===== src/logic/lsu_pkg.sv =====
`default_nettype none

package lsu_pkg;

    // data and address width
    localparam int xlen = 64;

    // data RAM geometry, one entry per 64-bit word
    localparam int ram_words      = 64;
    localparam int ram_index_bits = 6;

    // load func3 codes, stores use the low two bits as size
    localparam logic [2:0] f3_lb  = 3'b000;
    localparam logic [2:0] f3_lh  = 3'b001;
    localparam logic [2:0] f3_lw  = 3'b010;
    localparam logic [2:0] f3_ld  = 3'b011;
    localparam logic [2:0] f3_lbu = 3'b100;
    localparam logic [2:0] f3_lhu = 3'b101;
    localparam logic [2:0] f3_lwu = 3'b110;

    // writeback source select
    localparam logic [1:0] sel_alu  = 2'd0;
    localparam logic [1:0] sel_load = 2'd1;
    localparam logic [1:0] sel_pc4  = 2'd2;

    localparam logic [1:0] axi_resp_okay = 2'b00;

    typedef struct packed {
        logic [xlen-1:0] pc;
        logic [xlen-1:0] alu_result;
        logic [xlen-1:0] src2;
        logic [2:0]      func3;
        logic            mem_ren;
        logic            mem_wen;
        logic            reg_wen;
        logic [4:0]      rd;
        logic [1:0]      wreg_sel;
    } ex_mem_t;

    typedef struct packed {
        logic [xlen-1:0] pc;
        logic [xlen-1:0] alu_result;
        logic [xlen-1:0] load_data;
        logic [1:0]      wreg_sel;
        logic            reg_wen;
        logic [4:0]      rd;
    } mem_wb_t;

endpackage

`default_nettype wire


===== src/logic/wb_stage.sv =====
`default_nettype none

module wb_stage (
    input  logic                     clk,
    input  logic                     rst,
    input  logic                     in_valid,
    output logic                     in_allowin,
    input  lsu_pkg::mem_wb_t         in_op,
    output logic                     wb_valid,
    input  logic                     wb_ready,
    output logic                     wb_wen,
    output logic [4:0]               wb_rd,
    output logic [lsu_pkg::xlen-1:0] wb_data
);

    logic             valid;
    lsu_pkg::mem_wb_t op;

    // entry leaves when the outside takes it
    assign in_allowin = !valid || wb_ready;

    always_ff @(posedge clk) begin
        if (rst) begin
            valid <= 1'b0;
        end else if (in_allowin) begin
            valid <= in_valid;
        end
    end

    always_ff @(posedge clk) begin
        if (in_valid && in_allowin) begin
            op <= in_op;
        end
    end

    assign wb_valid = valid;
    assign wb_rd    = op.rd;

    // x0 is never written
    assign wb_wen = op.reg_wen && (op.rd != 5'd0);

    always_comb begin
        case (op.wreg_sel)
            lsu_pkg::sel_load: wb_data = op.load_data;
            lsu_pkg::sel_pc4:  wb_data = op.pc + 64'd4;
            default:           wb_data = op.alu_result;
        endcase
    end

endmodule

`default_nettype wire


===== config.mk =====
export PLATFORM = sky130hd
export DESIGN_NAME = wb_stage
export DESIGN_NICKNAME = d
export VERILOG_FILES = /design/src/logic/lsu_pkg.sv /design/src/logic/wb_stage.sv
export SDC_FILE = /design/constraint.sdc
export NUM_CORES = 1
export LEC_CHECK = 0
export CORE_MARGIN = 2
export CORE_UTILIZATION = 45
export DETAILED_ROUTE_END_ITERATION = 16
export DONT_BUFFER_PORTS = 1
export RECOVER_POWER = 50
export SLEW_MARGIN = 25
export SYNTH_ARGS = -nofsm -noshare
export SYNTH_HDL_FRONTEND = slang
export SYNTH_SLANG_ARGS = --single-unit
export TNS_END_PERCENT = 1

===== constraint.sdc =====
create_clock -name clk -period 6 [get_ports clk]
set_clock_uncertainty 0.15 [all_clocks]
set_input_delay 0.6 -clock clk [delete_from_list [all_inputs] [get_ports clk]]
set_output_delay 0.6 -clock clk [all_outputs]
set_load 0.005 [all_outputs]

==> results.ini, run 1 <==
[run_status]
status=finished, violations left
failed_checks=capacitance limit, slew limit

[clocking]
post_cts_buffers=0
cts_num_sinks=201
h-tree-depth=1
clk_pin_slew_ns=0.06
post_cts_resized=0
clock-root-buffer=clkbuf_16
cts_buffer_depth=3
cts-buffers-inserted=21
cts_hold_buffers=1
insertion_delay_ns=0.50
tritoncts=built

[floorplan]
start_util=0.457
die_area_um2=20000
ios=276
rows=50
die_height_um=141
chipWidth_um=141
core_area_um2=18600

[placement]
dp_hpwl_mm=13.4
port_buffers=0
place.gp.congestion=0.785

[logic_synthesis]
synthesis.nets=796
async_reset_ff_frac=0
synth_ff_type=edfxtp_1
seq_area_frac_synth=0.710
synthDistinctLibCells=38
yosys_warnings=0
syn_area_per_cell_um2=14.4
synth_edf_count=200
synthCells=589
yosys_register_bits=201
synth_area_um2=8480

[setup_path]
crit_fanout=19
crit_required_ns=5.25
r2r.worst_path.cells=3
start_kind=flop
arrival_ns=3.23
crit_type=flop to output pin
cp-end-kind=output pin
r2r-start=wb_valid
timing.rr.end=op[149]
r2r_setup_slack_ns=2.21

[timing]
holdWs_ns=0.0388
report.final.setup_viol=0
fin_crit_sh=0.664
tightest_slew_ns=2.58
slew_headroom=-0.723
hold_violations=0
tns_ns=0
fin_crit_ns=3.98
rsz0062_at_grt=false
slew_violations=40
fmax_mhz=251

[final_layout]
nets=790
drive_above_1_share=0.0853
area_delta_synth_final_pct=10.8

[drt]
drt_iter0_drc=283
routed_wl_mm=19.4
via_per_inst=5.77
firstDrtPassIters=4
drc=0
wl_per_cell_um=23.3
vias=4808
drtAntennaViolNets=0

[global_routing]
antenna_found_initial=4
grt_start_max_net_pins=162
grt_pass1_wl_mm=28.9
grt_pass1_vias=4936
grt_usage=0.190
overflow=0

[power_and_ir_drop]
power.density_nw_per_um2=340
ir_worst_vdd_v=0.000243
cellLeakagePower_nw=2.97

[min_path]
min_to=op[52]
min_from=in_op[52]
hold-path-cell-count=0
hold_path_class=primary input to flop

[job]
drv_cap=1

[synth_stat cells (all sizes together), types with 2 or more instances]
master    n  share of area
edfxtp  200           0.71
o21ai    55          0.032
a22oi    53          0.047
xnor2    46          0.047
nand2    37          0.016
nand3    25          0.015
clkbuf   22         0.0097
inv      22         0.0097
nor3     20          0.016
nor2     19         0.0084
nand4    14          0.015
nor4     13          0.015
xor2     13          0.013
buf      10         0.0086
a21oi     8         0.0047
a221oi    6         0.0062
and3      4         0.0029
o221ai    4         0.0041
and4      3         0.0031
ha        3         0.0044
and2      2         0.0015
nor4b     2         0.0035
o21a      2         0.0018
[critical path, cell delays in order, from the launching register on]
cell      delay [ns]
edfxtp_1        0.40
ha_1            0.23
nand4_1         0.29
nor4_4          0.53
nand4_4         0.44
nor4_1          0.47
xnor2_1         0.12
o21ai_1         0.25
[layout by cell type (no fill, tap or decap), types with 2 or more instances in the layout]
cell type,Yosys,final
nand4_1,11,11
and4_1,3,3
nor3_2,7,7
xor2_1,13,13
nor4_4,3,3
bufinv_16,0,3
edfxtp_1,200,200
clkinv_1,0,2
o221ai_1,4,4
a22oi_1,53,53
a221oi_1,6,6
nor4_1,10,10
nor2_1,19,19
nor4b_2,2,2
o21a_1,2,2
nor3_1,13,13
o21ai_0,40,40
nand4_4,2,2
and2_0,1,2
ha_1,3,2
clkinvlp_4,0,3
xnor2_1,46,46
a21oi_1,8,8
o21ai_1,15,15
and3_1,4,4
clkinv_2,0,2
nand2_1,37,36
inv_1,22,22
clkbuf_1,22,5
nand3_1,25,25
clkbuf_16,0,21
[layout make-up]
cell class	count	area [µm²]
timing repair buffer	3	57.6
clock buffer	27	558
multi-input combinational	334	2240
tap	234	293
sequential	201	6030
inverter	22	82.6
antenna	1	2.50
clock inverter	11	139
fill	1543	9180
[worst max-delay path by stage]
stage	from	endpoint	slack, ns	cells past startpoint
6_report	op[138]	wb_data[56]	2.02	7
2_1_floorplan	wb_ready	op[100]	2.19	2
3_5_place_dp	op[7]	wb_data[31]	2.44	5
5_1_grt	op[7]	wb_data[31]	1.81	4
3_3_place_gp	op[7]	wb_data[31]	2.61	5
4_1_cts	op[7]	wb_data[31]	1.89	5
[logic make-up (layout without fill, tap and decap cells)]
group / after synthesis / in the layout / synth area share
flip-flops: 201 / 201 / 0.710
AND/OR/NAND/NOR: 143 / 143 / 0.0993
AO/OA/AOI/OAI: 129 / 129 / 0.0972
XOR/XNOR: 59 / 59 / 0.0609
buffers and inverters: 54 / 63 / 0.0280
adder cells (fa/ha/maj): 3 / 3 / 0.00442
other: 0 / 1 / 0
[power by group]
group	leakage (nW)	switching [W]	internal, W
registers	1.94	0.0000418	0.00165
clock network	0.330	0.000518	0.000788
logic	0.702	0.000140	0.0000633
total	2.97	0.000699	0.00250
[routing by layer]
metal  up-vias  routed length, µm  GRT usage
li1       2255                  -          -
met4         4                706     0.0742
met1      2295               7450      0.226
met2       209               9660      0.320
met3        45               1590     0.0641
met5         -                 30          0
[metrics by stage]
step	setup WS, ns	power (W)	utilization	instance area [µm²]	cells
after floorplan	2.19	0.00186	-	8490	589
after global placement	2.61	0.00191	0.466	8670	792
after detailed placement	2.44	0.00192	0.466	8670	792
after CTS	1.89	0.00323	0.505	9370	831
after global routing	1.81	0.00331	0.506	9400	833
final	2.02	0.00320	0.506	9400	833
[flip-flops by register name (all words and copies together) (netlist names)]
register	flops
wb_valid	1
op	195
wb_rd	5
(Power assumes the default switching activity.)
==> run 2, diff against run 1 <==
- ABC_AREA: unset -> 1
- clock period: 6 -> 3.2 ns (I/O delays scaled with it)
==> results.ini, run 2 <==
[logic_synthesis]
seq_area_frac_synth=0.642  ; -0.0686
yosys-top-cells-count=edfxtp_1, nand2_1, nor2_1
synth_area_um2=9390  ; +11%
synth.area.top_cells=edfxtp_1, nand2_1, a21oi_1, nor2_1, nand3_1
synth_edf_count=200  ; unchanged
yosysMostFrequentCell=edfxtp_1
synth_top_area_frac=0.639  ; -0.0684
syn_area_per_cell_um2=9.81  ; -32%
synth.largest_area_cell=edfxtp_1
async_reset_ff_frac=0  ; unchanged
yosys_register_bits=201  ; unchanged
synthesis.nets=1164  ; +46%
synthCells=957  ; +62%
synthDistinctLibCells=28  ; -26%
yosys_warnings=0  ; unchanged
synth_ff_type=edfxtp_1

[drt]
drtAntennaViolNets=0  ; unchanged
drc=0  ; unchanged
via_per_inst=5.23  ; -9.5%
routed_wl_mm=28.2  ; +45%
firstDrtPassIters=5  ; +1
drt_iter0_drc=587  ; +110%
wl_per_cell_um=19.4  ; -17%
vias=7573  ; +58%

[timing]
slew_violations=0  ; -100%
fin_crit_ns=2.89
holdWs_ns=0.123  ; +0.0838 ns
setup_slack_ns=0.308  ; -1.71 ns
rsz0062_at_grt=false
fmax_mhz=346
fin_crit_sh=0.904
report.final.setup_viol=0  ; unchanged
tightest_slew_ns=1.06  ; -1.52 ns
hold_violations=0  ; unchanged
slew_headroom=0.292  ; +1.01

[final_layout]
area_delta_synth_final_pct=31.9
utilization=0.608  ; +0.102
multiInputGateArea_um2=2960  ; +32%
largest_reg_flops=195  ; unchanged
nets=1370  ; +73%
final_cell_mix=dlygate4sd3_1, edfxtp_1, nand2_1, nor2_1, a21oi_1
seqCellArea_um2=6030  ; unchanged
top_register=op
drive_above_1_share=0.0637  ; -0.0216
layout_commonest_cell=dlygate4sd3_1
fillCellCount=1701  ; +10%

[setup_path]
critPathSlowestCell=edfxtp_1
crit_path_start=op[138]
cp_top_family=simple AND/OR/NAND/NOR gates
cpPeakStageDelay_ns=0.38  ; -0.15 ns
worst-path-buf-inv=0  ; unchanged
cp-end-kind=output pin
r2r-start=wb_valid
path_cells=ha_1 -> nand2_1 -> nor2_1 -> nand2_2 -> nor2_1 -> nand2_1 -> o21ai_0 -> nand3_1 -> a21oi_1
arrival_ns=2.42  ; -0.81 ns
crit_fanout=4  ; -15
crit_type=flop to output pin
crit_required_ns=2.73  ; -2.52 ns
start_kind=flop

[floorplan]
die_height_um=148  ; +5.1%
chipWidth_um=148  ; +5.1%
core_area_um2=20400  ; +9.6%
die_area_um2=22000  ; +10%
ios=276  ; unchanged
start_util=0.461  ; +0.00454
rows=52  ; +4.0%

[run_status]
status=completed

[global_routing]
overflow=0  ; unchanged
grt_pass1_wl_mm=41.8  ; +44%
antenna_found_initial=1  ; -3
grt_pass1_vias=7643  ; +55%
grt_usage=0.249  ; +0.0590
grt_start_max_net_pins=67  ; -59%

[placement]
place.gp.congestion=0.925  ; +18%
pre_cts_ws_ns=0.832  ; -1.61 ns
dp_hpwl_mm=19.4  ; +45%
port_buffers=0  ; unchanged

[power_and_ir_drop]
power_w=0.00617  ; +93%
ir_worst_vdd_v=0.000425  ; +75%
power.density_nw_per_um2=498  ; +46%
cellLeakagePower_nw=4.56  ; +53%

[clocking]
cts_buffer_depth=3  ; unchanged
tritoncts=built
clk_pin_slew_ns=0.06  ; about the same
insertion_delay_ns=0.52  ; +0.02 ns
post_cts_resized=0  ; unchanged
clock-root-buffer=clkbuf_16
cts_num_sinks=201  ; unchanged
h-tree-depth=1  ; unchanged
cts-buffers-inserted=22  ; +4.8%

[min_path]
hold_path_class=primary input to flop
min_from=wb_ready

[job]
drv_cap=0  ; -1

-- run 2: changes by cell type after synthesis, sizes merged, moves of 20 or more --
cell,before,now
nand2,37,211
nor2,19,184
a21oi,8,141
a22oi,53,0
inv,22,72
xnor2,46,0
nand3,25,67
o21ai,55,25
nor3,20,0
-- run 2: through the flow --
| stage | std cells | setup TNS, ns | instance area, µm² |
|---|---|---|---|
| floorplan | 957 | -216.91 | 9400 |
| global placement | 1206 | 0 | 9760 |
| detailed placement | 1206 | 0 | 9760 |
| CTS | 1448 | 0 | 12400 |
| global route | 1449 | 0 | 12400 |
| finish | 1449 | 0 | 12400 |
-- run 2: timing repair --
action                                  in CTS  in global routing
buffers inserted                             0                  0
endpoints found under the setup margin       0                  0
hold buffers                               203                  0
endpoints found under the hold margin      202                  0
-- run 2: layout make-up --
cell class | count | share of cell area
antenna | 1 | 0.000202
clock buffer | 27 | 0.0459
clock inverter | 12 | 0.00576
inverter | 73 | 0.0221
multi-input combinational | 652 | 0.239
sequential | 201 | 0.486
tap | 270 | 0.0273
timing repair buffer | 213 | 0.174
-- run 2: cells by family (layout without fill, tap and decap cells) --
family | after synthesis | in the layout | share of synthesized area
simple gates | 466 | 466 | 0.208
fa+ha+maj | 3 | 3 | 0.00400
flops | 201 | 201 | 0.642
xor+xnor | 1 | 1 | 0.000933
other cells | 0 | 1 | 0
buf+inv | 104 | 325 | 0.0440
compound gates | 182 | 182 | 0.101
-- run 2: final timing paths --
check                end  slack (ns)  cells past startpoint
min reg2reg       op[10]        0.66                      1
min               op[10]        0.12                      2
max reg2reg     wb_rd[4]        0.81                      2
max          wb_data[62]        0.31                      9
-- run 2: worst register-to-register path, stage by stage, from the launching register on --
cell,delay [ns]
dfxtp_1,0.33
a21oi_1,0.57
clkbuf_2,0.93
-- run 2: routing by layer --
layer / vias to the layer above / part of all wire / track usage
met1: 3537 / 0.41 / 0.316
met5: - / 0 / 0
met2: 304 / 0.50 / 0.431
li1: 3681 / - / -
met4: 0 / 0.029 / 0.0776
met3: 51 / 0.068 / 0.0500
-- run 2: power by group --
part	leakage, nW	internal [W]	switching [W]
registers	1.94	0.00309	0.0000952
clock network	0.312	0.00127	0.00101
logic	2.30	0.000307	0.000399
==> run 3, diff against run 2 <==
- ABC_AREA: 1 -> 0
==> results.ini, run 3 <==
[logic_synthesis]
synth.area.top_cells=edfxtp_1, xnor2_1, a22oi_1, o21ai_0, nand2_1
seq_area_frac_synth=0.710  ; +0.0686
async_reset_ff_frac=0  ; unchanged
synth_ff_type=edfxtp_1
yosysMostFrequentCell=edfxtp_1
synth_area_um2=8480  ; -9.7%
yosys_register_bits=201  ; unchanged
synth.largest_area_cell=edfxtp_1
yosys_warnings=0  ; unchanged
synthCells=589  ; -38%
synthesis.nets=796  ; -32%
syn_area_per_cell_um2=14.4  ; +47%
synthDistinctLibCells=38  ; +36%
yosys-top-cells-count=edfxtp_1, a22oi_1, xnor2_1
synth_edf_count=200  ; unchanged
synth_top_area_frac=0.708  ; +0.0684

[clocking]
post_cts_resized=3  ; +3
cts_num_sinks=201  ; unchanged
h-tree-depth=1  ; unchanged
clock-root-buffer=clkbuf_16
cts_hold_buffers=170  ; -16%
post_cts_buffers=2  ; +2
cts_buffer_depth=3  ; unchanged
cts-buffers-inserted=23  ; +4.5%

[run_status]
status=stopped before the end
error=[ERROR RSZ-0060] Max buffer count reached.
haltStage=clock tree synthesis (4_1_cts)

[floorplan]
rows=50  ; -3.8%
ios=276  ; unchanged
start_util=0.457  ; -0.00454
die_height_um=141  ; -4.8%
chipWidth_um=141  ; -4.8%

[placement]
place.gp.congestion=0.804  ; -13%
port_buffers=0  ; unchanged
dp_hpwl_mm=14.2  ; -27%

run 3: cell count changes after synthesis, moves of 42 or more:
cell     delta
xnor2_1    +46
nand2_1   -161
a21oi_1   -133
nor2_1    -151
inv_1      -44
nand3_1    -42
a22oi_1    +53
run 3: logic make-up after synthesis:
group	after synthesis	synth area share
compound gates	129	0.0972
xor+xnor	59	0.0609
fa+ha+maj	3	0.00442
buf+inv	54	0.0280
flops	201	0.710
simple gates	143	0.0993
run 3: through the flow:
stage	worst slack (ns)	utilization	std cells	hold slack (ns)	cell area (µm²)
after global placement	0.410	0.471	801	0.241	8760
after floorplan	0.711	-	589	0.239	8490
after detailed placement	0.308	0.473	802	0.253	8790
==> run 4, diff against run 3 <==
- CORE_UTILIZATION: 45 -> 30
- PLACE_DENSITY_LB_ADDON: unset -> 0.15
- clock period: 3.2 -> 4.2 ns (I/O delays scaled with it)
==> results.ini, run 4 <==
[run_status]
status=stopped before the end
haltStage=clock tree synthesis (4_1_cts)
error=[ERROR RSZ-0060] Max buffer count reached.

[logic_synthesis]
synth_area_um2=8480  ; unchanged
yosys_register_bits=201  ; unchanged
syn_area_per_cell_um2=14.4  ; unchanged
synthDistinctLibCells=38  ; unchanged
synth-simple-area-share=0.0992  ; unchanged
synth-compound-area-share=0.0972  ; unchanged
synth_edf_count=200  ; unchanged
synth_top_family_by_area=simple AND/OR/NAND/NOR gates
async_reset_ff_frac=0  ; unchanged
synth.area.top_cells=edfxtp_1, xnor2_1, a22oi_1, o21ai_0, nand2_1
yosys-top-cells-count=edfxtp_1, a22oi_1, xnor2_1
synth_xor_area_frac=0.0609  ; unchanged
synth_ff_type=edfxtp_1
synth_top_area_frac=0.708  ; unchanged
synthCells=589  ; unchanged
synthesis.nets=796  ; unchanged
synth.mux.area_fraction=0  ; unchanged
yosys_warnings=0  ; unchanged
synthAdderAreaFrac=0.00442  ; unchanged
seq_area_frac_synth=0.710  ; unchanged
yosysMostFrequentCell=edfxtp_1
synth.largest_area_cell=edfxtp_1

[clocking]
cts_num_sinks=201  ; unchanged
post_cts_buffers=0  ; -2
post_cts_resized=0  ; -3
h-tree-depth=1  ; unchanged
cts-buffers-inserted=24  ; +4.3%
cts_hold_buffers=198  ; +16%
cts_buffer_depth=3  ; unchanged
clock-root-buffer=clkbuf_16

[placement]
dp_hpwl_mm=16.1  ; +14%
place.gp.congestion=0.774  ; -3.7%
port_buffers=0  ; unchanged

[floorplan]
rows=61  ; +22%
start_util=0.305  ; -0.151
die_height_um=172  ; +22%
chipWidth_um=172  ; +22%
ios=276  ; unchanged

-- run 4: cell counts after synthesis --
Identical to the previous run, type by type.
-- run 4: stage by stage --
step | cells | hold WS (ns) | worst slack, ns | cell area (µm²) | utilization
global placement | 942 | 0.341 | 1.09 | 8900 | 0.321
floorplan | 589 | 0.339 | 0.569 | 8490 | -
detailed placement | 942 | 0.347 | 0.992 | 8900 | 0.321
-- run 4: logic make-up after synthesis --
group	Yosys count
AO/OA/AOI/OAI	129
XOR/XNOR	59
adder cells (fa/ha/maj)	3
buffers and inverters	54
flip-flops	201
AND/OR/NAND/NOR	143
