[config.mk]
export PLATFORM = sky130hd
export DESIGN_NAME = mem_stage_flat
export DESIGN_NICKNAME = d
export VERILOG_FILES = /design/src/logic/lsu_pkg.sv /design/src/logic/axil_if.sv /design/src/logic/mem_stage.sv /design/src/flat_wrapper.sv
export SDC_FILE = /design/constraint.sdc
export NUM_CORES = 1
export LEC_CHECK = 0
export ABC_CLOCK_PERIOD_IN_PS = 13200
export BUFFER_PORTS_ARGS = -buffer_cell sky130_fd_sc_hd__buf_2
export CAP_MARGIN = 20
export CORE_AREA = 5 5 266 268
export CTS_CLUSTER_DIAMETER = 80
export DETAILED_ROUTE_END_ITERATION = 10
export DIE_AREA = 0 0 271 273
export RECOVER_POWER = 25
export SLEW_MARGIN = 5
export SYNTH_ARGS = -nofsm -noshare
export SYNTH_HDL_FRONTEND = slang
export SYNTH_SLANG_ARGS = --single-unit
[constraint.sdc]
create_clock -name clk -period 13.2 [get_ports clk]
set_input_delay 3.3 -clock clk [delete_from_list [all_inputs] [get_ports clk]]
set_output_delay 3.3 -clock clk [all_outputs]
set_load 0.02 [all_outputs]
[src/logic/lsu_pkg.sv]
`default_nettype none

package lsu_pkg;

    // data and address width
    localparam int xlen = 64;

    // data RAM geometry, one entry per 64-bit word
    localparam int ram_words      = 64;
    localparam int ram_index_bits = 6;

    // load func3 codes, stores use the low two bits as size
    localparam logic [2:0] f3_lb  = 3'b000;
    localparam logic [2:0] f3_lh  = 3'b001;
    localparam logic [2:0] f3_lw  = 3'b010;
    localparam logic [2:0] f3_ld  = 3'b011;
    localparam logic [2:0] f3_lbu = 3'b100;
    localparam logic [2:0] f3_lhu = 3'b101;
    localparam logic [2:0] f3_lwu = 3'b110;

    // writeback source select
    localparam logic [1:0] sel_alu  = 2'd0;
    localparam logic [1:0] sel_load = 2'd1;
    localparam logic [1:0] sel_pc4  = 2'd2;

    localparam logic [1:0] axi_resp_okay = 2'b00;

    typedef struct packed {
        logic [xlen-1:0] pc;
        logic [xlen-1:0] alu_result;
        logic [xlen-1:0] src2;
        logic [2:0]      func3;
        logic            mem_ren;
        logic            mem_wen;
        logic            reg_wen;
        logic [4:0]      rd;
        logic [1:0]      wreg_sel;
    } ex_mem_t;

    typedef struct packed {
        logic [xlen-1:0] pc;
        logic [xlen-1:0] alu_result;
        logic [xlen-1:0] load_data;
        logic [1:0]      wreg_sel;
        logic            reg_wen;
        logic [4:0]      rd;
    } mem_wb_t;

endpackage

`default_nettype wire

[src/logic/axil_if.sv]
`default_nettype none

interface axil_if;

    // write address and data
    logic                        awvalid;
    logic                        awready;
    logic [lsu_pkg::xlen-1:0]    awaddr;
    logic                        wvalid;
    logic                        wready;
    logic [lsu_pkg::xlen-1:0]    wdata;
    logic [lsu_pkg::xlen/8-1:0]  wstrb;

    // write response
    logic                        bvalid;
    logic                        bready;
    logic [1:0]                  bresp;

    // read address and data
    logic                        arvalid;
    logic                        arready;
    logic [lsu_pkg::xlen-1:0]    araddr;
    logic                        rvalid;
    logic                        rready;
    logic [lsu_pkg::xlen-1:0]    rdata;
    logic [1:0]                  rresp;

    modport master (
        output awvalid, awaddr, wvalid, wdata, wstrb, bready, arvalid, araddr, rready,
        input  awready, wready, bvalid, bresp, arready, rvalid, rdata, rresp
    );

    modport slave (
        input  awvalid, awaddr, wvalid, wdata, wstrb, bready, arvalid, araddr, rready,
        output awready, wready, bvalid, bresp, arready, rvalid, rdata, rresp
    );

endinterface

`default_nettype wire

[src/logic/mem_stage.sv]
`default_nettype none

module mem_stage (
    input  logic             clk,
    input  logic             rst,
    input  logic             in_valid,
    output logic             in_allowin,
    input  lsu_pkg::ex_mem_t in_op,
    output logic             out_valid,
    input  logic             out_allowin,
    output lsu_pkg::mem_wb_t out_op,
    axil_if.master           mem
);

    typedef enum logic [1:0] {
        s_idle,
        s_req,
        s_wait,
        s_done
    } state_t;

    logic                       valid;
    lsu_pkg::ex_mem_t           op;
    state_t                     state;
    logic                       aw_done;
    logic                       w_done;
    logic                       ready_go;
    logic [lsu_pkg::xlen-1:0]   rdata_raw;
    logic [2:0]                 offset;
    logic [lsu_pkg::xlen-1:0]   shifted;
    logic [lsu_pkg::xlen-1:0]   load_ext;
    logic [lsu_pkg::xlen/8-1:0] strb;
    logic [lsu_pkg::xlen-1:0]   wdata;

    // nothing outstanding on the bus
    assign ready_go   = (state == s_idle) || (state == s_done);
    assign in_allowin = !valid || (ready_go && out_allowin);
    assign out_valid  = valid && ready_go;

    always_ff @(posedge clk) begin
        if (rst) begin
            valid <= 1'b0;
        end else if (in_allowin) begin
            valid <= in_valid;
        end
    end

    always_ff @(posedge clk) begin
        if (in_valid && in_allowin) begin
            op <= in_op;
        end
    end

    always_ff @(posedge clk) begin
        if (rst) begin
            state   <= s_idle;
            aw_done <= 1'b0;
            w_done  <= 1'b0;
        end else if (in_allowin) begin
            // new op replaces the finished one
            if (in_valid && (in_op.mem_ren || in_op.mem_wen)) begin
                state <= s_req;
            end else begin
                state <= s_idle;
            end
            aw_done <= 1'b0;
            w_done  <= 1'b0;
        end else begin
            case (state)
                s_req: begin
                    if (op.mem_wen) begin
                        if (mem.awvalid && mem.awready) begin
                            aw_done <= 1'b1;
                        end
                        if (mem.wvalid && mem.wready) begin
                            w_done <= 1'b1;
                        end
                        // both channels may complete in different cycles
                        if ((aw_done || mem.awready) && (w_done || mem.wready)) begin
                            state <= s_wait;
                        end
                    end else if (mem.arready) begin
                        state <= s_wait;
                    end
                end
                s_wait: begin
                    if (op.mem_wen ? mem.bvalid : mem.rvalid) begin
                        state <= s_done;
                    end
                end
                default: begin
                    state <= state;
                end
            endcase
        end
    end

    always_ff @(posedge clk) begin
        if (state == s_wait && !op.mem_wen && mem.rvalid) begin
            rdata_raw <= mem.rdata;
        end
    end

    assign offset = op.alu_result[2:0];

    // store lanes replicated across the word, strobe picks the bytes
    always_comb begin
        case (op.func3[1:0])
            lsu_pkg::f3_lb[1:0]: begin
                strb  = 8'h01 << offset;
                wdata = {8{op.src2[7:0]}};
            end
            lsu_pkg::f3_lh[1:0]: begin
                strb  = 8'h03 << offset;
                wdata = {4{op.src2[15:0]}};
            end
            lsu_pkg::f3_lw[1:0]: begin
                strb  = 8'h0f << offset;
                wdata = {2{op.src2[31:0]}};
            end
            default: begin
                strb  = 8'hff;
                wdata = op.src2;
            end
        endcase
    end

    assign mem.awvalid = (state == s_req) && op.mem_wen && !aw_done;
    assign mem.awaddr  = op.alu_result;
    assign mem.wvalid  = (state == s_req) && op.mem_wen && !w_done;
    assign mem.wdata   = wdata;
    assign mem.wstrb   = strb;
    assign mem.bready  = 1'b1;
    assign mem.arvalid = (state == s_req) && !op.mem_wen;
    assign mem.araddr  = op.alu_result;
    assign mem.rready  = 1'b1;

    // bring the addressed bytes down to bit 0
    assign shifted = rdata_raw >> {offset, 3'b000};

    always_comb begin
        case (op.func3)
            lsu_pkg::f3_lb:  load_ext = {{56{shifted[7]}}, shifted[7:0]};
            lsu_pkg::f3_lh:  load_ext = {{48{shifted[15]}}, shifted[15:0]};
            lsu_pkg::f3_lw:  load_ext = {{32{shifted[31]}}, shifted[31:0]};
            lsu_pkg::f3_ld:  load_ext = shifted;
            lsu_pkg::f3_lbu: load_ext = {56'd0, shifted[7:0]};
            lsu_pkg::f3_lhu: load_ext = {48'd0, shifted[15:0]};
            lsu_pkg::f3_lwu: load_ext = {32'd0, shifted[31:0]};
            default:         load_ext = shifted;
        endcase
    end

    always_comb begin
        out_op.pc         = op.pc;
        out_op.alu_result = op.alu_result;
        out_op.load_data  = load_ext;
        out_op.wreg_sel   = op.wreg_sel;
        out_op.reg_wen    = op.reg_wen;
        out_op.rd         = op.rd;
    end

endmodule

`default_nettype wire

[src/flat_wrapper.sv]
// flat-port wrapper written by rule: the top's interface ports become plain ports
module mem_stage_flat 
  (clk, rst, in_valid, in_allowin, in_op, out_valid, out_allowin, out_op, mem_awvalid, mem_awaddr, mem_wvalid, mem_wdata, mem_wstrb, mem_bready, mem_arvalid, mem_araddr, mem_rready, mem_awready, mem_wready, mem_bvalid, mem_bresp, mem_arready, mem_rvalid, mem_rdata, mem_rresp);
  axil_if mem_i ();
  input  logic clk;
  input  logic rst;
  input  logic in_valid;
  output logic in_allowin;
  input  lsu_pkg::ex_mem_t in_op;
  output logic out_valid;
  input  logic out_allowin;
  output lsu_pkg::mem_wb_t out_op;
  output wire logic [$bits(mem_i.awvalid)-1:0] mem_awvalid;
  output wire logic [$bits(mem_i.awaddr)-1:0] mem_awaddr;
  output wire logic [$bits(mem_i.wvalid)-1:0] mem_wvalid;
  output wire logic [$bits(mem_i.wdata)-1:0] mem_wdata;
  output wire logic [$bits(mem_i.wstrb)-1:0] mem_wstrb;
  output wire logic [$bits(mem_i.bready)-1:0] mem_bready;
  output wire logic [$bits(mem_i.arvalid)-1:0] mem_arvalid;
  output wire logic [$bits(mem_i.araddr)-1:0] mem_araddr;
  output wire logic [$bits(mem_i.rready)-1:0] mem_rready;
  input wire logic [$bits(mem_i.awready)-1:0] mem_awready;
  input wire logic [$bits(mem_i.wready)-1:0] mem_wready;
  input wire logic [$bits(mem_i.bvalid)-1:0] mem_bvalid;
  input wire logic [$bits(mem_i.bresp)-1:0] mem_bresp;
  input wire logic [$bits(mem_i.arready)-1:0] mem_arready;
  input wire logic [$bits(mem_i.rvalid)-1:0] mem_rvalid;
  input wire logic [$bits(mem_i.rdata)-1:0] mem_rdata;
  input wire logic [$bits(mem_i.rresp)-1:0] mem_rresp;
  assign mem_awvalid = mem_i.awvalid;
  assign mem_awaddr = mem_i.awaddr;
  assign mem_wvalid = mem_i.wvalid;
  assign mem_wdata = mem_i.wdata;
  assign mem_wstrb = mem_i.wstrb;
  assign mem_bready = mem_i.bready;
  assign mem_arvalid = mem_i.arvalid;
  assign mem_araddr = mem_i.araddr;
  assign mem_rready = mem_i.rready;
  assign mem_i.awready = mem_awready;
  assign mem_i.wready = mem_wready;
  assign mem_i.bvalid = mem_bvalid;
  assign mem_i.bresp = mem_bresp;
  assign mem_i.arready = mem_arready;
  assign mem_i.rvalid = mem_rvalid;
  assign mem_i.rdata = mem_rdata;
  assign mem_i.rresp = mem_rresp;
  mem_stage u_core (.clk(clk), .rst(rst), .in_valid(in_valid), .in_allowin(in_allowin), .in_op(in_op), .out_valid(out_valid), .out_allowin(out_allowin), .out_op(out_op), .mem(mem_i));
endmodule
==> metrics, run 1 <==
status=finished clean; CP Launch Type=primary input; dpl cells=2,270; Worst Slack Setup Final=6.02 ns; Ports=689; Comb power frac=0.172; area grow syn2layout=25.3%; gr usage total=0.150; synthesis warning total=0; Worst-path clk slew=0.05 ns; CTS tree=done; Power Density=143 nW/µm²; die area=74,000 µm²; Async S/R FF share, synth=0; Mapped Avg Cell Area=13.6 µm²; cell family with most CP delay=buffers and inverters; WL final=59,600 µm; Slew headroom=0.297; top cell type by total area after synthesis=edfxtp_1; H-tree depth=2; vias per cell=4.30; commonest cells in the netlist=buf_4 (279), edfxtp_1 (268), nand2_1 (59); chip height=273 µm; worst stage delay on the critical path=0.18 ns; Row Count=96; slowest CP cell=buf_2; Tightest Hold Check Type=reg -> reg; fin. max-slew vios=0; Cell variety after synth=54; # port buffers=682; routed vias=10,100; fin util=0.254; vias in the first global route=10,200; worst-path maximum fanout=3; nets=1,718; Final Setup Violations=0; fmax=139 MHz; Final Cell Area=17,300 µm²; Synth area leaders=edfxtp_1 (58%), buf_4 (15%), mux4_2 (4.4%); post-route ant nets=0; total global routing overflow=0; Core Region=68,100 µm²; Inserted Clock Buffers=38; worst skew pair latency=0.55 ns; GPL Wtd Cong=0.915; Layout Cells excl Fill=2,349; ratio of cells with drive above 1 in the final layout=0.545; ordered list of cells on the worst path=buf_2, nand2_1, and2_1, inv_1, buf_2; largest net degree at the start of global routing=149; post-CTS sizing=0; final worst-path cycle share=0.544; Final Hold Fails=0; switching power=0.000730 W; # DRC=0; Sw Share=0.294; Crit path required time=9.90 ns; Final TNS setup=0 ns; DP HPWL=47,700 µm; Post-synth top flop=edfxtp_1; MaxCap Viol Count=0; Top cell by count, worst path=buf_2; Iter 0 DRT Violations=857; CP Data Arrival Time=3.88 ns; CP Capture Type=primary output; P_leak=7.56 nW; Sink Count=273; WP buf/inv=3; actual slew at the worst max-slew pin=1.05 ns; Horiz. Die Dim=271 µm; most frequent cell after synthesis=buf_4; CTS Hold Bufs=0; Crit Path Class=in -> out; Synth Cell Area=13,800 µm²; top-area cell type share of the netlist area=0.582; pre-CTS WS=6.03 ns; routed len/inst=25.4 µm; sequential power share=0.416; Clk network pwr share=0.413; post-synthesis sequential area ratio=0.590; clk root buf=clkbuf_16; post-synthesis register bit count=273; skew final=0.0308 ns; post-layout min period=7.18 ns; maximum vdd ir drop=0.0998 mV; first-pass GRT wire length=80,500 µm; Mapped Cells=1,017; starting density of the core=0.203; Post-synth EDFFs=268; Area after DPL=16,100 µm²; Post-CTS Repair Setup Buffers=0; Pre-Repair DR Iteration Count=5; antenna violations before repair=22; RSZ-0062 raised after global routing=false; Int Power=0.00175 W; clock buffer depth=3
-- metrics by stage --
stage               hold slack (ns)  power, W
finish                        0.519   0.00248
global route                  0.571   0.00259
CTS                           0.510   0.00253
detailed placement            0.498   0.00148
global placement              0.478   0.00148
floorplan                     0.460   0.00134
-- registers in the layout, indices dropped and copies added, names as in the netlist --
name               flops
u_core.state           2
u_core.valid           1
u_core.w_done          1
u_core.mem.araddr     64
u_core.aw_done         1
u_core.op             68
u_core.rdata_raw      64
u_core.out_op         72
-- worst min-delay path, cell delays in order (launching register included) --
cell and delay, ns:
dfxtp_1 0.35, a31oi_1 0.06, nor2_1 0.07
-- routing by layer --
metal	wire, µm	vias to the layer above	global-route usage
met1	21200	4991	0.167
met3	5890	108	0.0546
met2	30500	644	0.269
met5	120	-	0
met4	1830	22	0.0454
li1	-	4338	-
-- cell families (layout without fill, tap and decap cells) --
| group | Yosys count | count (layout) | share of synthesized area |
|---|---|---|---|
| flip-flops | 273 | 273 | 0.590 |
| AO/OA/AOI/OAI | 132 | 132 | 0.0735 |
| buffers and inverters | 346 | 784 | 0.182 |
| other | 1 | 13 | 0.000271 |
| adder cells (fa/ha/maj) | 8 | 8 | 0.00724 |
| multiplexers | 74 | 74 | 0.0808 |
| AND/OR/NAND/NOR | 183 | 183 | 0.0672 |
-- power groups by stage --
| stage | registers [W] | clock network [W] | logic [W] |
|---|---|---|---|
| 6_report | 0.00103 | 0.00102 | 0.000426 |
| 5_1_grt | 0.00104 | 0.00110 | 0.000451 |
| 4_1_cts | 0.00103 | 0.00106 | 0.000436 |
| 3_5_place_dp | 0.00105 | 0 | 0.000435 |
| 3_3_place_gp | 0.00105 | 0 | 0.000433 |
| 2_1_floorplan | 0.00104 | 0 | 0.000299 |
-- cell usage in the layout, fill, tap and decap left out, types with 7 or more instances in the layout --
| cell | count |
|---|---|
| ha_1 | 7 |
| a22o_1 | 16 |
| o21ai_1 | 8 |
| clkbuf_1 | 19 |
| edfxtp_1 | 268 |
| mux4_2 | 27 |
| nand2_1 | 59 |
| nand3_1 | 19 |
| inv_1 | 16 |
| a21o_1 | 15 |
| mux2i_1 | 43 |
| and3_1 | 7 |
| clkbuf_16 | 39 |
| a222oi_1 | 8 |
| nor2_1 | 33 |
| and2_1 | 9 |
| buf_2 | 672 |
| nand4_1 | 20 |
| a22oi_1 | 8 |
| a221o_1 | 14 |
| o21ai_0 | 22 |
| buf_4 | 17 |
| diode_2 | 11 |
| o2111ai_1 | 8 |
| o2bb2ai_1 | 8 |
| and2_0 | 9 |
-- path summary, 6_finish.rpt --
check | start | endpoint | slack, ns | cells past startpoint
setup / recovery | out_allowin | in_allowin | 6.02 | 5
hold / removal | u_core.aw_done | u_core.aw_done | 0.52 | 2
setup reg to reg | u_core.state[0] | u_core.mem.araddr[20] | 10.17 | 7
hold reg to reg | u_core.aw_done | u_core.aw_done | 0.52 | 2
-- final cells by class --
cell class,count,area [µm²]
timing repair buffer,700,3550
clock inverter,19,218
fill,7179,50800
antenna,11,27.5
clock buffer,49,1020
tap,882,1100
inverter,16,60.1
multi-input combinational,399,3190
sequential,273,8150
Power figures use the tool's default switching activity.
==> run 2, diff against run 1 <==
--- a/config.mk
+++ b/config.mk
@@ -5,13 +5,13 @@
 export SDC_FILE = /design/constraint.sdc
 export NUM_CORES = 1
 export LEC_CHECK = 0
-export ABC_CLOCK_PERIOD_IN_PS = 13200
+export ABC_CLOCK_PERIOD_IN_PS = 6300
 export BUFFER_PORTS_ARGS = -buffer_cell sky130_fd_sc_hd__buf_2
 export CAP_MARGIN = 20
-export CORE_AREA = 5 5 266 268
+export CORE_AREA = 5 5 265 267
 export CTS_CLUSTER_DIAMETER = 80
 export DETAILED_ROUTE_END_ITERATION = 10
-export DIE_AREA = 0 0 271 273
+export DIE_AREA = 0 0 270 272
 export RECOVER_POWER = 25
 export SLEW_MARGIN = 5
 export SYNTH_ARGS = -nofsm -noshare
==> constraint.sdc (replaced) <==
create_clock -name clk -period 6.3 [get_ports clk]
set_input_delay 1.575 -clock clk [delete_from_list [all_inputs] [get_ports clk]]
set_output_delay 1.575 -clock clk [all_outputs]
set_load 0.02 [all_outputs]
==> run 2 against run 1 <==
Register-to-register slack got worse by 6.3 ns. Clock power rose by 110%. Combinational power rose by 100%. Global-route usage fell by 1.6 points. Critical endpoint is now out_op[59]. Routed wire length fell by 11%. Setup slack got worse by 4.8 ns. Non-clock buffer count did not move.
==> metrics, run 2 (synthesized netlist as in run 1, its figures left out) <==
Final Hold Fails=0; post-route ant nets=0; Slew headroom=0.308; # DRC=0; post-layout min period=5.10 ns; CP Launch Type=flip-flop; Iter 0 DRT Violations=899; number of flip-flops in the largest register=72; starting density of the core=0.204; area grow syn2layout=25.7%; largest net degree at the start of global routing=124; met2 usage=0.229; status=finished clean; Final TNS setup=0 ns; Ports=689; vias in the first global route=10,400; final worst-path cycle share=0.810; CTS Hold Bufs=0; # port buffers=682; commonest non-fill, non-tap cell in the layout=buf_2; Row Count=96; maximum vdd ir drop=0.207 mV; total global routing overflow=0; GRT Max-Usage Layer=met2; skew final=0.0306 ns; Horiz. Die Dim=270 µm; reg-to-reg startpoint=u_core.state[0]; actual slew at the worst max-slew pin=1.03 ns; Core Region=67,900 µm²; MaxCap Viol Count=0; vias per cell=4.25; R2R depth=7; gr usage total=0.134; Hold Path Sink=u_core.aw_done; crit path launch=u_core.mem.araddr[1]; worst skew pair latency=0.55 ns; CTS tree=done; WHS Path Cells=2; Power Density=300 nW/µm²; Sink Count=273; Crit Path Class=reg -> out; P_leak=7.61 nW; Worst Slack Setup Final=1.20 ns; routed vias=9,973; Hold Startpoint=u_core.aw_done; fin util=0.256; die area=73,400 µm²; clock buffer depth=3; GPL Wtd Cong=0.902; H-tree depth=2; CP Capture Type=primary output; Design Power=0.00521 W; most frequent cells in the layout=buf_2 (678), edfxtp_1 (268), nand2_1 (59), mux2i_1 (43), clkbuf_16 (39); met3 Use GR=0.0468; Pre-Repair DR Iteration Count=5; routed len/inst=22.5 µm; DP HPWL=41,900 µm; Worst-path clk slew=0.05 ns; r2r endpoint=u_core.out_op[182]; fmax=196 MHz; Inserted Clock Buffers=39; Fillers=7,121; fin. max-slew vios=0; chip height=272 µm; first-pass GRT wire length=74,100 µm; Post-CTS Repair Setup Buffers=0; CP Data Arrival Time=3.53 ns; Tightest Hold Check Type=reg -> reg; RSZ-0062 raised after global routing=false; WL final=52,700 µm; worst-path maximum fanout=36; r2r setup slk=3.85 ns; nets=1,719; Crit path required time=4.72 ns; met1 usage=0.156; Final Setup Violations=0; ratio of cells with drive above 1 in the final layout=0.546; clk root buf=clkbuf_16; pre-CTS WS=1.79 ns; post-CTS sizing=0; antenna violations before repair=26
run 2: cell types whose count changed in the layout (fill, tap and decap cells not counted), sizes merged:
cell | before | now
bufinv | 3 | 5
clkbuf | 59 | 51
inv | 19 | 20
clkinv | 8 | 12
buf | 690 | 696
diode | 11 | 9
clkinvlp | 5 | 1
run 2: through the flow:
| step | cells | instance area [µm²] | hold WS (ns) |
|---|---|---|---|
| detailed placement | 2269 | 16100 | 0.489 |
| floorplan | 1018 | 13800 | 0.460 |
| finish | 2348 | 17400 | 0.498 |
| global placement | 2269 | 16100 | 0.479 |
| global route | 2340 | 17400 | 0.551 |
| CTS | 2338 | 17400 | 0.501 |
run 2: worst max path at each step:
stage	endpoint	slack, ns	depth (start not counted)
after floorplan	u_core.mem.araddr[0]	1.35	4
after global placement	out_op[63]	1.80	6
after detailed placement	out_op[59]	1.79	6
after CTS	out_op[59]	1.18	6
after global routing	out_op[59]	0.96	6
final	out_op[59]	1.20	6
run 2: where the power goes:
part / total (W) / switching (W) / internal (W) / leakage, nW
Combinational: 0.000856 / 0.000568 / 0.000288 / 4.41
Clock: 0.00219 / 0.000839 / 0.00135 / 0.616
Sequential: 0.00216 / 0.0000572 / 0.00210 / 2.58
Total: 0.00521 / 0.00146 / 0.00374 / 7.61
run 2: area by class of cell:
class                   count  area, µm²  area share
multi-input cells         399       3190       0.184
flip-flops and latches    273       8150       0.469
clock buffers              47       1010      0.0579
repair buffers            700       3580       0.206
inverters                  16       60.1     0.00346
diodes                      9       22.5     0.00130
clock inverters            22        263      0.0151
well taps                 882       1100      0.0635
run 2: routing by layer:
metal  share of wire  vias to the layer above
li1                -                     4336
met1            0.37                     4897
met2            0.49                      596
met3           0.091                      120
met4           0.040                       24
met5          0.0031                        -
run 2: worst max-delay path: stages (launching register included):
cell,delay (ns)
edfxtp_1,0.69
buf_4,0.58
nand3b_1,0.19
a21oi_1,0.12
o211ai_4,0.85
o2111ai_1,0.28
buf_2,0.25
==> run 3, diff against run 2 <==
--- a/config.mk
+++ b/config.mk
@@ -5,13 +5,13 @@
 export SDC_FILE = /design/constraint.sdc
 export NUM_CORES = 1
 export LEC_CHECK = 0
-export ABC_CLOCK_PERIOD_IN_PS = 6300
+export ABC_CLOCK_PERIOD_IN_PS = 5000
 export BUFFER_PORTS_ARGS = -buffer_cell sky130_fd_sc_hd__buf_2
 export CAP_MARGIN = 20
-export CORE_AREA = 5 5 265 267
+export CORE_AREA = 5 5 266 268
 export CTS_CLUSTER_DIAMETER = 80
 export DETAILED_ROUTE_END_ITERATION = 10
-export DIE_AREA = 0 0 270 272
+export DIE_AREA = 0 0 271 273
 export RECOVER_POWER = 25
 export SLEW_MARGIN = 5
 export SYNTH_ARGS = -nofsm -noshare
==> constraint.sdc (replaced) <==
create_clock -name clk -period 5 [get_ports clk]
set_input_delay 1.25 -clock clk [delete_from_list [all_inputs] [get_ports clk]]
set_output_delay 1.25 -clock clk [all_outputs]
set_load 0.02 [all_outputs]
==> run 3 against run 2 <==
Hold slack better by 0.029 ns. Critical path type unchanged. Via count up 0.97%. Setup slack worse by 0.80 ns. Routed wire length up 12%. Total power up 28%. Combinational power up 33%. Die area up 0.74%. Sequential power up 26%. Critical path depth up 1. Global-route usage up 1.6 points.
==> metrics, run 3 (synthesized netlist as in run 1, its figures left out) <==
CP Launch Type=flip-flop; Post-CTS Repair Setup Buffers=0; die area=74,000 µm²; Int Power=0.00478 W; number of flip-flops in the largest register=72; final worst-path cycle share=0.921; met2 usage=0.270; WHS Path Cells=2; post-route ant nets=0; clk root buf=clkbuf_16; Row Count=96; RSZ-0062 raised after global routing=false; switching power=0.00191 W; routed len/inst=25.2 µm; Core Region=68,100 µm²; post-layout min period=4.61 ns; ratio of cells with drive above 1 in the final layout=0.542; fmax=217 MHz; status=finished clean; met1 usage=0.178; actual slew at the worst max-slew pin=1.03 ns; routed vias=10,100; P_leak=7.64 nW; Horiz. Die Dim=271 µm; first-pass GRT wire length=81,500 µm; CP Data Arrival Time=3.36 ns; Area after DPL=16,200 µm²; maximum vdd ir drop=0.330 mV; Ports=689; starting density of the core=0.203; Final Cell Area=17,500 µm²; Power Density=383 nW/µm²; Clk network pwr share=0.422; WL final=59,100 µm; Iter 0 DRT Violations=764; pre-CTS WS=0.873 ns; vias in the first global route=10,400; R2R depth=7; most frequent cells in the layout=buf_2 (663), edfxtp_1 (268), nand2_1 (59), mux2i_1 (43), clkbuf_16 (38); met3 Use GR=0.0452; worst-path maximum fanout=33; CTS tree=done; Final Setup Violations=0; Tightest Hold Check Type=reg -> reg; post-CTS sizing=0; worst skew pair latency=0.55 ns; gr usage total=0.151; Worst-path clk slew=0.05 ns; Fillers=7,199; commonest non-fill, non-tap cell in the layout=buf_2; area grow syn2layout=26.3%; MaxCap Viol Count=0; Comb power frac=0.170; r2r setup slk=2.34 ns; DP HPWL=47,800 µm; clock buffer depth=3; H-tree depth=2; Sw Share=0.285; antenna violations before repair=14; # port buffers=682; nets=1,726; Final Hold Fails=0; GPL Wtd Cong=0.896; Final TNS setup=0 ns; Sink Count=273; fin. max-slew vios=0; largest net degree at the start of global routing=60; vias per cell=4.29; skew final=0.0280 ns; CTS Hold Bufs=0; # DRC=0; total global routing overflow=0; Crit Path Class=reg -> out; Worst Slack Setup Final=0.394 ns; Slew headroom=0.313; Crit path required time=3.75 ns; chip height=273 µm; CP Capture Type=primary output; Inserted Clock Buffers=38; GRT Max-Usage Layer=met2; sequential power share=0.408; Pre-Repair DR Iteration Count=5
==> run 3: cell types whose count changed in the layout (fill, tap and decap cells not counted), moves of 2 or more <==
cell,before,now
buf_12,3,5
buf_2,678,663
buf_4,15,21
bufinv_16,5,7
clkbuf_1,12,21
clkinv_2,3,9
diode_2,9,3
==> run 3: stage by stage <==
stage / power, W / hold slack, ns / instances / utilization
5_1_grt: 0.00694 / 0.546 / 2347 / 0.256
4_1_cts: 0.00679 / 0.524 / 2346 / 0.257
3_3_place_gp: 0.00392 / 0.478 / 2277 / 0.237
6_report: 0.00668 / 0.527 / 2349 / 0.256
2_1_floorplan: 0.00354 / 0.460 / 1018 / -
3_5_place_dp: 0.00393 / 0.513 / 2278 / 0.238
==> run 3: routing by layer <==
metal	part of all wire	up-vias
li1	-	4338
met1	0.38	5034
met4	0.022	14
met3	0.083	86
met2	0.51	598
met5	0.0015	-
==> run 3: final cells by class <==
type,count,area (µm²),share of cell area
multi-input combinational,399,3190,0.183
inverter,16,60.1,0.00344
timing repair buffer,708,3650,0.209
clock inverter,28,340,0.0195
clock buffer,40,958,0.0549
sequential,273,8150,0.467
antenna,3,7.51,0.000430
tap,882,1100,0.0632
==> run 3: power groups by stage <==
stage               Sequential, W  Combinational (W)  Clock (W)
floorplan                 0.00275           0.000789          0
detailed placement        0.00277            0.00116          0
finish                    0.00273            0.00114    0.00282
global route              0.00273            0.00121    0.00300
CTS                       0.00273            0.00116    0.00291
global placement          0.00277            0.00115          0
==> run 3: critical path: stages, from the launching register on <==
cell       delay [ns]
edfxtp_1         0.85
buf_4            0.56
nor2b_1          0.45
buf_4            0.25
o2bb2ai_1        0.14
mux2i_1          0.09
o21ai_0          0.24
buf_2            0.22
==> run 3: final timing paths <==
kind                   startpoint               end
max          u_core.mem.araddr[0]        out_op[22]
max reg2reg       u_core.state[0]  u_core.out_op[0]
min reg2reg        u_core.aw_done    u_core.aw_done
min                u_core.aw_done    u_core.aw_done
